**src/rtl/corebus_pkg.sv**
```systemverilog
// Core bus request definitions
package corebus_pkg;

  // ~~~~~~~~~~~~~~~~~~~~
  // Field widths
  // ~~~~~~~~~~~~~~~~~~~~
  localparam int ADDR_WIDTH = 8;  // Command address, one word.
  localparam int DATA_WIDTH = 16; // Data word.

  // Burst length field holds the word count minus one.
  localparam int LEN_WIDTH = 2;

  // ~~~~~~~~~~~~~~~~~~~~
  // Command opcodes
  // ~~~~~~~~~~~~~~~~~~~~
  typedef enum logic [1:0] {
    CMD_NOP       = 2'd0, // No data follows.
    CMD_WRITE     = 2'd1, // Burst to the decoded target.
    CMD_BROADCAST = 2'd2  // Same burst into every target.
  } corebus_opcode;

  // ~~~~~~~~~~~~~~~~~~~~
  // Command channel payload
  // ~~~~~~~~~~~~~~~~~~~~
  typedef struct packed {
    corebus_opcode         opcode;
    logic [ADDR_WIDTH-1:0] addr;
    logic [LEN_WIDTH-1:0]  len;
  } corebus_command;

endpackage

```
**src/rtl/fabric_cfg_pkg.sv**
```systemverilog
// Register fabric layout
package fabric_cfg_pkg;

  localparam int INITIATORS = 2;
  localparam int TARGETS    = 4;

  // Address bits 5:4 pick the target, the upper bits are ignored.
  localparam int SELECT_WIDTH = 2;
  localparam int SELECT_LSB   = 4;

  // Address bits 1:0 give the first register of a burst.
  localparam int REGS_PER_TARGET = 4;

  localparam int INIT_SEL_WIDTH = $clog2(INITIATORS);
  localparam int REG_SEL_WIDTH  = $clog2(REGS_PER_TARGET);

endpackage

```
**src/rtl/corebus_request_if.sv**
```systemverilog
// Core bus request interface
`timescale 1ns/10ps

interface corebus_request_if;
  import corebus_pkg::*;

  // Command channel.
  logic           mcmd_valid;
  logic           scmd_accept;
  corebus_command mcmd;

  // Data channel.
  logic                  mdata_valid;
  logic                  sdata_accept;
  logic [DATA_WIDTH-1:0] mdata;
  logic                  mdata_last; // Set on the final word only.

  modport initiator (
    output mcmd_valid,
    output mcmd,
    output mdata_valid,
    output mdata,
    output mdata_last,
    input  scmd_accept,
    input  sdata_accept
  );

  modport target (
    input  mcmd_valid,
    input  mcmd,
    input  mdata_valid,
    input  mdata,
    input  mdata_last,
    output scmd_accept,
    output sdata_accept
  );

endinterface

```
**src/rtl/csr_target.sv**
```systemverilog
// Control register target
`timescale 1ns/10ps

module csr_target (
  input  logic                                i_clk,
  input  logic                                i_rst_n,
  input  logic                                i_hold,
  corebus_request_if.target                   req_if,
  output logic [corebus_pkg::DATA_WIDTH-1:0] o_regs [fabric_cfg_pkg::REGS_PER_TARGET]
);
  import corebus_pkg::*;
  import fabric_cfg_pkg::*;

  logic                     busy;
  logic                     cmd_ack;
  logic                     data_ack;
  logic [REG_SEL_WIDTH-1:0] reg_idx;
  logic [REG_SEL_WIDTH-1:0] wr_idx;
  logic [LEN_WIDTH-1:0]     beat_cnt;
  logic [LEN_WIDTH-1:0]     beat_len;
  logic [LEN_WIDTH-1:0]     cur_cnt;
  logic [LEN_WIDTH-1:0]     cur_len;

  assign req_if.scmd_accept  = !busy && !i_hold;
  assign cmd_ack             = req_if.mcmd_valid && req_if.scmd_accept;
  assign req_if.sdata_accept = busy || cmd_ack; // First word may ride with the command.
  assign data_ack            = req_if.mdata_valid && req_if.sdata_accept;

  // Burst position, taken from the command while it is being accepted.
  assign wr_idx  = busy ? reg_idx : req_if.mcmd.addr[REG_SEL_WIDTH-1:0];
  assign cur_cnt = busy ? beat_cnt : '0;
  assign cur_len = busy ? beat_len : req_if.mcmd.len;

  always_ff @(posedge i_clk or negedge i_rst_n) begin
    if (!i_rst_n) begin
      busy     <= 1'b0;
      reg_idx  <= '0;
      beat_cnt <= '0;
      beat_len <= '0;
    end else begin
      if (cmd_ack) begin
        beat_len <= req_if.mcmd.len;
      end
      if (data_ack) begin
        busy     <= !req_if.mdata_last;
        reg_idx  <= wr_idx + REG_SEL_WIDTH'(1); // Wraps inside the target.
        beat_cnt <= cur_cnt + LEN_WIDTH'(1);
      end else if (cmd_ack) begin
        busy     <= 1'b1;
        reg_idx  <= wr_idx;
        beat_cnt <= '0;
      end
    end
  end

  always_ff @(posedge i_clk or negedge i_rst_n) begin
    if (!i_rst_n) begin
      for (int r = 0; r < REGS_PER_TARGET; r++) begin
        o_regs[r] <= '0;
      end
    end else if (data_ack) begin
      o_regs[wr_idx] <= req_if.mdata;
    end
  end

  a_last_on_count : assert property (@(posedge i_clk) disable iff (!i_rst_n)
    data_ack |-> (req_if.mdata_last == (cur_cnt == cur_len)));

endmodule

```
**src/flat_wrapper.sv**
```systemverilog
// flat-port wrapper written by rule: the top's interface ports become plain ports
module csr_target_flat import corebus_pkg::*; import fabric_cfg_pkg::*;
  (i_clk, i_rst_n, i_hold, o_regs, req_if_mcmd_valid, req_if_mcmd, req_if_mdata_valid, req_if_mdata, req_if_mdata_last, req_if_scmd_accept, req_if_sdata_accept);
  corebus_request_if req_if_i ();
  input  logic i_clk;
  input  logic i_rst_n;
  input  logic i_hold;
  output logic [corebus_pkg::DATA_WIDTH-1:0] o_regs[fabric_cfg_pkg::REGS_PER_TARGET];
  input wire logic [$bits(req_if_i.mcmd_valid)-1:0] req_if_mcmd_valid;
  input wire logic [$bits(req_if_i.mcmd)-1:0] req_if_mcmd;
  input wire logic [$bits(req_if_i.mdata_valid)-1:0] req_if_mdata_valid;
  input wire logic [$bits(req_if_i.mdata)-1:0] req_if_mdata;
  input wire logic [$bits(req_if_i.mdata_last)-1:0] req_if_mdata_last;
  output wire logic [$bits(req_if_i.scmd_accept)-1:0] req_if_scmd_accept;
  output wire logic [$bits(req_if_i.sdata_accept)-1:0] req_if_sdata_accept;
  assign req_if_i.mcmd_valid = req_if_mcmd_valid;
  assign req_if_i.mcmd = req_if_mcmd;
  assign req_if_i.mdata_valid = req_if_mdata_valid;
  assign req_if_i.mdata = req_if_mdata;
  assign req_if_i.mdata_last = req_if_mdata_last;
  assign req_if_scmd_accept = req_if_i.scmd_accept;
  assign req_if_sdata_accept = req_if_i.sdata_accept;
  csr_target u_core (.i_clk(i_clk), .i_rst_n(i_rst_n), .i_hold(i_hold), .req_if(req_if_i), .o_regs(o_regs));
endmodule
```
**config.mk**
```make
export PLATFORM = sky130hd
export DESIGN_NAME = csr_target_flat
export DESIGN_NICKNAME = d
export VERILOG_FILES = /design/src/rtl/corebus_pkg.sv /design/src/rtl/fabric_cfg_pkg.sv /design/src/rtl/corebus_request_if.sv /design/src/rtl/csr_target.sv /design/src/flat_wrapper.sv
export SDC_FILE = /design/constraint.sdc
export NUM_CORES = 1
export LEC_CHECK = 0
export BUFFER_PORTS_ARGS = -buffer_cell sky130_fd_sc_hd__buf_2
export CAP_MARGIN = 15
export CORE_MARGIN = 10
export CORE_UTILIZATION = 49
export DETAILED_ROUTE_END_ITERATION = 6
export PLACE_DENSITY_LB_ADDON = 0.25
export SETUP_SLACK_MARGIN = 0.15
export SYNTH_ARGS = -nofsm -noshare
export SYNTH_HDL_FRONTEND = slang
export SYNTH_SLANG_ARGS = --single-unit
```
**constraint.sdc**
```tcl
create_clock -name i_clk -period 3.15 [get_ports i_clk]
set_clock_uncertainty 0.2 [all_clocks]
set_input_delay 0.1575 -clock i_clk [delete_from_list [all_inputs] [get_ports i_clk]]
set_output_delay 0.1575 -clock i_clk [all_outputs]
set_load 0.1 [all_outputs]
```
== Word level (Yosys, flattened, before mapping) ==
Index checks and enable logic that the tools add are counted.
Storage, ports and cells
  register bits: 67
  word-level logic and storage cells: 27
Cells by class
  add/sub/neg operators: 1
  $lt $le $gt $ge: 2
  multiplexer cells: 8
  bitwise operators: 1
  reductions and logical operators: 9
Operator list (count)
  $bwmux 64: 1
  $demux 16 s2: 1
  $mux 16: 1
  $mux 2: 3
  $logic_and 1x1->1: 4
  $ge 3x3->1 const B: 1
  $logic_not 1->1: 3
  $lt 3x1->1 const B: 1
  $not 2->3: 1
  $add 2x1->2 const B: 1
  $mux 1: 2
  $reduce_bool 2->1: 1
  $logic_or 1x1->1: 1

== Logic depth before layout (Yosys ltp) ==
Gate-level depths: netlist of run 1.
  depth after elaboration: 7
  mapped depth: 7
  depth with buffers taken out: 5

== Worst setup path after synthesis of run 1 ==
No wires, ideal clock.
  path kind: reg2out
  start point: reg u_core.busy
  end point: out req_if_scmd_accept
  data arrival time: 1.906 ns
  required time: 2.792 ns
  slack: 0.887 ns
  cell stages (with the launch flop): 3
  path buffers: 1
  cell sequence: dfrtp_1 buf_6 nor2_1
Between the ends
  longest elaborated chain between the ends: 2
Ends and longest elaborated chain
  from (decl): RTL line csr_target.sv:14  | logic busy;
  from (signal assigned): RTL line csr_target.sv:45  | busy <= !req_if.mdata_last;
  $logic_not 1->1: RTL line csr_target.sv:24  | assign req_if.scmd_accept = !busy && !i_hold;
  $logic_and 1x1->1: RTL line csr_target.sv:24
  to (decl): RTL line flat_wrapper.sv:14  | output wire logic [$bits(req_if_i.scmd_accept)-1:0] req_if_scmd_accept;
Every way passes these cells.

== Final worst setup path of run 1 ==
  start point: reg u_core.busy
  end point: reg u_core.o_regs[14] in the netlist's numbering
Between the ends
  longest elaborated chain between the ends: 7
Ends and longest elaborated chain
  $mux 2: RTL line csr_target.sv:30  | assign wr_idx = busy ? reg_idx : req_if.mcmd.addr[REG_SEL_WIDTH-1:0];
  $not 2->3 (implied by the code): RTL line csr_target.sv:62  | o_regs[wr_idx] <= req_if.mdata;
  $ge 3x3->1 (implied by the code) or $lt 3x1->1 (tied branches): RTL line csr_target.sv:62
  $logic_and 1x1->1 (implied by the code): RTL line csr_target.sv:62
  $mux 16 (implied by the code): RTL line csr_target.sv:62
  $demux 16 s2: RTL line csr_target.sv:62
  $bwmux 64: RTL line csr_target.sv:62
  to (signal, indexed assignment): RTL line csr_target.sv:62
  to (decl): RTL line csr_target.sv:9  | output logic [corebus_pkg::DATA_WIDTH-1:0] o_regs [fabric_cfg_pkg::REGS_PER_TARGET]
Several ways; a longest one is shown, not always the timed one.
A chain may end at the register's enable or synchronous reset.

==> impl_metrics.env, run 1 <==
export IMPL_fp_row_count=27
export IMPL_grt_util_met1=0.170
export IMPL_antenna_cells=0
export IMPL_dieWidth_um=95.1
export IMPL_syn2layout_area_growth_pct=30.2
export IMPL_grt_max_degree=45
export IMPL_yosys_area_top_type="dfrtp_1"
export IMPL_initial_core_util=0.505
export IMPL_cts_root_buf="clkbuf_8"
export IMPL_hp_class="in -> reg"
export IMPL_final_max_slew_viol_count=0
export IMPL_cts_resized=0
export IMPL_dp_hpwl_mm=4.39
export IMPL_crit_type="reg -> reg"
export IMPL_numCtsBuffers=9
export IMPL_drive_gt1_frac=0.620
export IMPL_status="finished clean"
export IMPL_tightest_slew_ns=0.781
export IMPL_io_buffers=89
export IMPL_cpPeakStageDelay_ns=0.50
export IMPL_grt_use_met2=0.230
export IMPL_synth_cell_types=20
export IMPL_hold_viol_final=0
export IMPL_cts_clk_slew_worst_paths_ns=0.07
export IMPL_drv_cap=0
export IMPL_placedCellCount=322
export IMPL_grt_usage=0.143
export IMPL_antenna_left=0
export IMPL_holdWs_ns=0.0411
export IMPL_synth_area_um2=2760
export IMPL_synth_area_leaders="dfrtp_1 (61%), mux2_2 (22%), mux2_4 (5.4%)"
export IMPL_clkLatencyLatePin_ns=0.32
export IMPL_gr_usage_met3=0.0495
export IMPL_syn_mean_instance_area_um2=16.7
export IMPL_coreArea_um2=5470
export IMPL_antenna_found_initial=0
export IMPL_clock_sinks=67
export IMPL_die_y_um=95.1
export IMPL_crit_slowest_cell="dfrtp_1"
export IMPL_grt_pass1_wl_mm=10.0
export IMPL_first_global_vias=1890
export IMPL_via_per_inst=4.86
export IMPL_h_tree_depth=3
export IMPL_syn_nets=203
export IMPL_vias=1730
export IMPL_io_pins=100
export IMPL_start_kind="register"
export IMPL_fin_util=0.657
export IMPL_num_nets_final=317
export IMPL_cp_arrival_ns=2.23
export IMPL_post_cts_buffers=0
export IMPL_fin_tns_setup_ns=0
export IMPL_drt_first_pass_iters=4
export IMPL_finalCriticalPeriod_ns=2.22
export IMPL_yosysSeqAreaShare=0.607
export IMPL_gr_total_overflow=0
export IMPL_yosysWarnings=0
export IMPL_rsz0062_at_grt="false"
export IMPL_yosys_register_bits=67
export IMPL_cts_hold_fix_buffers=18
export IMPL_required_ns=3.16
export IMPL_synth_top_area_frac=0.607
export IMPL_syn_inst=165
export IMPL_route_detailed_drc=0
export IMPL_wl_mm=6.20
export IMPL_cp_cell_sequence="mux2i_1 -> inv_1 -> ha_1 -> o211ai_4 -> mux2_2"
export IMPL_cts_tree="built"
export IMPL_fmax_ghz=0.450
export IMPL_rrSetupSlack_ns=0.93
export IMPL_drt_iter0_drc=31
export IMPL_slew_limit_headroom=0.477
export IMPL_crit_fanout=16
export IMPL_setup_violations=0
export IMPL_clockBufferDepth=2
export IMPL_wl_per_cell_um=17.4
export IMPL_dieArea_um2=9040
export IMPL_grt_busiest_layer="met2"
export IMPL_crit_path_end_kind="register"
export IMPL_routabilityCongestion=0.710
export IMPL_period_share=0.706
export IMPL_stdcell_count=356
## final timing paths
path                       cells past startpoint        startpoint                end
max in group asynchronous                      3           i_rst_n  u_core.o_regs[17]
hold reg to reg                                1  u_core.o_regs[1]   u_core.o_regs[1]
hold / removal                                 4    req_if_mcmd[2]  u_core.reg_idx[0]
setup / recovery                               5       u_core.busy  u_core.o_regs[14]
setup reg to reg                               5       u_core.busy  u_core.o_regs[14]
min in group asynchronous                      2           i_rst_n  u_core.o_regs[22]
## cells in the mapped netlist, drive strengths merged
| library cell | count |
|---|---|
| mux2i | 3 |
| nand4b | 1 |
| ha | 4 |
| buf | 7 |
| inv | 2 |
| nand3 | 1 |
| mux2 | 64 |
| nand2 | 2 |
| or2 | 1 |
| o211ai | 4 |
| xor2 | 2 |
| a21boi | 1 |
| nor2 | 1 |
| dfrtp | 67 |
| nand2b | 2 |
| nor2b | 1 |
| o311a | 1 |
| o21ai | 1 |
## cells by family (layout without fill, tap and decap cells)
group	after synthesis	after routing	share of synthesized area
flip-flops	67	67	0.607
multiplexers	67	67	0.285
AND/OR/NAND/NOR	9	9	0.0181
XOR/XNOR	2	2	0.00634
buffers and inverters	9	128	0.0258
AO/OA/AOI/OAI	7	7	0.0390
adder cells (fa/ha/maj)	4	4	0.0181
## metrics by stage
step	worst slack, ns	cell area, µm²
6_report	0.927	3600
4_1_cts	0.892	3600
3_3_place_gp	0.941	3260
5_1_grt	0.794	3600
2_1_floorplan	0.887	2760
3_5_place_dp	0.901	3260
## state kept, by name, indices dropped and copies added, names as in the netlist
name / count
u_core.o_regs: 64
u_core.reg_idx: 2
u_core.busy: 1
## final cells by class
type	count	area [µm²]
fill	428	1880
sequential	67	1680
multi-input combinational	89	1010
timing repair buffer	110	648
clock buffer	10	128
tap	72	90.1
clock inverter	6	32.5
inverter	2	7.51
## layout by cell type (no fill, tap or decap)
cell type	n
clkinvlp_4	1
clkbuf_1	1
inv_1	2
mux2_2	54
a21boi_0	1
o21ai_0	1
clkbuf_8	9
dfrtp_1	67
nand2_1	2
or2_2	1
nand3_1	1
clkinv_2	5
o311a_1	1
o211ai_4	4
nand4b_1	1
nor2_1	1
buf_2	89
mux2i_1	3
buf_4	3
ha_1	4
xor2_1	2
nand2b_1	2
dlygate4sd3_1	18
nor2b_1	1
mux2_4	10
## routing by layer
metal / up-vias / share of wire
li1: 817 / -
met1: 849 / 0.41
met2: 52 / 0.50
met3: 12 / 0.073
met4: 0 / 0.017
met5: - / 0
## worst max-delay path: cells and delay by family, from the launching register on
family                   cells  cell delay [ns]
buffers and inverters        1             0.11
multiplexers                 2             0.76
AO/OA/AOI/OAI                1             0.29
adder cells (fa/ha/maj)      1             0.25
flip-flops                   1             0.50
Power of run 1 is left out: the tool's default activity adds up to more than one toggle a clock period on the data nets, which glitch-free logic cannot reach.
==> inputs of run 2 (changes only) <==
Clock period 3.15 ns to 2.2 ns, I/O delays scaled along.
==> run 2 against run 1 <==
Net effect:
- critical path depth up 1
- register-to-register slack worse by 0.76 ns
- maximum frequency up 9.3%
- non-clock buffer count up 14
- via count up 3.5%
- worst setup slack worse by 0.76 ns
- cell count up 3.9%
- cell area up 8.2%
- core utilization up 5.4 points
- critical path type unchanged
- highest routed layer unchanged
==> impl_metrics.env, run 2 (synthesized netlist as in run 1, its figures left out) <==
export IMPL_dieWidth_um=95.1
export IMPL_drt_first_pass_iters=4
export IMPL_coreArea_um2=5470
export IMPL_wl_per_cell_um=17.7
export IMPL_cp_arrival_ns=2.05
export IMPL_antenna_left=0
export IMPL_slew_limit_headroom=0.664
export IMPL_antenna_cells=0
export IMPL_hold_viol_final=0
export IMPL_numCtsBuffers=9
export IMPL_first_global_vias=1922
export IMPL_rsz0062_at_grt="false"
export IMPL_drv_cap=0
export IMPL_start_kind="register"
export IMPL_tightest_slew_ns=0.508
export IMPL_final_cell_mix="buf_2 (88), dfrtp_1 (66), mux2_2 (54)"
export IMPL_timing_rr_end="u_core.o_regs[41]"
export IMPL_fmax_ghz=0.492
export IMPL_critical_path_top_delay_family="multiplexers"
export IMPL_regMostFlops="u_core.o_regs"
export IMPL_clock_sinks=67
export IMPL_setup_violations=0
export IMPL_cts_tree="built"
export IMPL_fin_tns_setup_ns=0
export IMPL_antenna_found_initial=0
export IMPL_crit_type="reg -> reg"
export IMPL_cts_root_buf="clkbuf_8"
export IMPL_grt_max_degree=50
export IMPL_r2r_cells=6
export IMPL_holdPathStages=2
export IMPL_path_buf_inv=2
export IMPL_clockBufferDepth=2
export IMPL_crit_fanout=4
export IMPL_initial_core_util=0.505
export IMPL_reg2reg_from="u_core.busy"
export IMPL_finalCriticalPeriod_ns=2.03
export IMPL_drt_iter0_drc=32
export IMPL_fp_row_count=27
export IMPL_routabilityCongestion=0.730
export IMPL_period_share=0.924
export IMPL_hp_class="in -> reg"
export IMPL_dp_hpwl_mm=4.42
export IMPL_final_max_slew_viol_count=0
export IMPL_required_ns=2.21
export IMPL_cts_clk_slew_worst_paths_ns=0.07
export IMPL_crit_path_end_kind="register"
export IMPL_cp_cell_sequence="mux2i_4 -> inv_2 -> ha_2 -> o211ai_4 -> clkbuf_16 -> mux2_2"
export IMPL_startpoint="u_core.busy"
export IMPL_hold_end="u_core.busy"
export IMPL_io_pins=100
export IMPL_syn2layout_area_growth_pct=41.0
export IMPL_dieArea_um2=9040
export IMPL_min_from="req_if_mdata_valid"
export IMPL_wl_mm=6.53
export IMPL_via_per_inst=4.84
export IMPL_die_y_um=95.1
export IMPL_vias=1791
export IMPL_num_nets_final=331
export IMPL_largest_reg_flops=64
export IMPL_grt_usage=0.143
export IMPL_clkLatencyLatePin_ns=0.33
export IMPL_status="finished clean"
export IMPL_h_tree_depth=3
export IMPL_crit_slowest_cell="dfrtp_2"
export IMPL_grt_pass1_wl_mm=9.94
export IMPL_rrSetupSlack_ns=0.17
export IMPL_drive_gt1_frac=0.641
export IMPL_cpPeakStageDelay_ns=0.46
export IMPL_io_buffers=89
export IMPL_layout_commonest_cell="buf_2"
export IMPL_route_detailed_drc=0
export IMPL_top_regs="u_core.o_regs: 64 flops, u_core.reg_idx: 2 flops, u_core.busy: 1 flops"
export IMPL_gr_total_overflow=0
run 2: cell types whose count changed in the layout (fill, tap and decap cells not counted), moves of 2 or more:
cell / change
buf_12: +8
buf_4: +4
clkbuf_1: +2
clkbuf_8: +2
clkinv_2: -4
dlygate4sd3_1: +2
mux2i_1: -2
mux2i_4: +2
run 2: layout make-up:
cell class	count	area (µm²)
sequential	67	1680
clock inverter	2	35.0
clock buffer	14	163
inverter	2	7.51
multi-input combinational	89	1040
timing repair buffer	124	878
tap	72	90.1
fill	386	1580
run 2: worst max path at each step:
stage               depth (start not counted)                  to  slack, ns
floorplan                                   2  req_if_scmd_accept       0.02
global placement                            5   u_core.o_regs[34]       0.12
detailed placement                          5   u_core.o_regs[36]       0.07
CTS                                         6   u_core.o_regs[37]       0.14
global route                                6   u_core.o_regs[46]       0.10
finish                                      6   u_core.o_regs[41]       0.17
run 2: what timing repair did:
item | 4_1_cts | 5_1_grt
setup buffers | 6 | 2
cloned | 0 | 1
hold buffers | 20 | 0
endpoints found under the setup margin | 48 | 48
resized for setup | 0 | 6
hold endpoints to repair | 134 | 0
run 2: metrics by stage:
stage,utilization,std cells,hold slack (ns),worst slack [ns],cell area (µm²)
global route,0.711,370,0.0423,0.101,3890
global placement,0.604,325,-0.125,0.119,3310
detailed placement,0.604,325,-0.128,0.0699,3310
floorplan,-,165,-0.386,0.0195,2770
CTS,0.699,367,0.0120,0.141,3820
finish,0.711,370,0.0214,0.166,3890
run 2: routing by layer:
layer,share of wire,global-route usage
met1,0.42,0.171
met2,0.51,0.233
met3,0.063,0.0526
met4,0.0061,0.0474
met5,0,0
Power of run 2 is left out for the same reason.
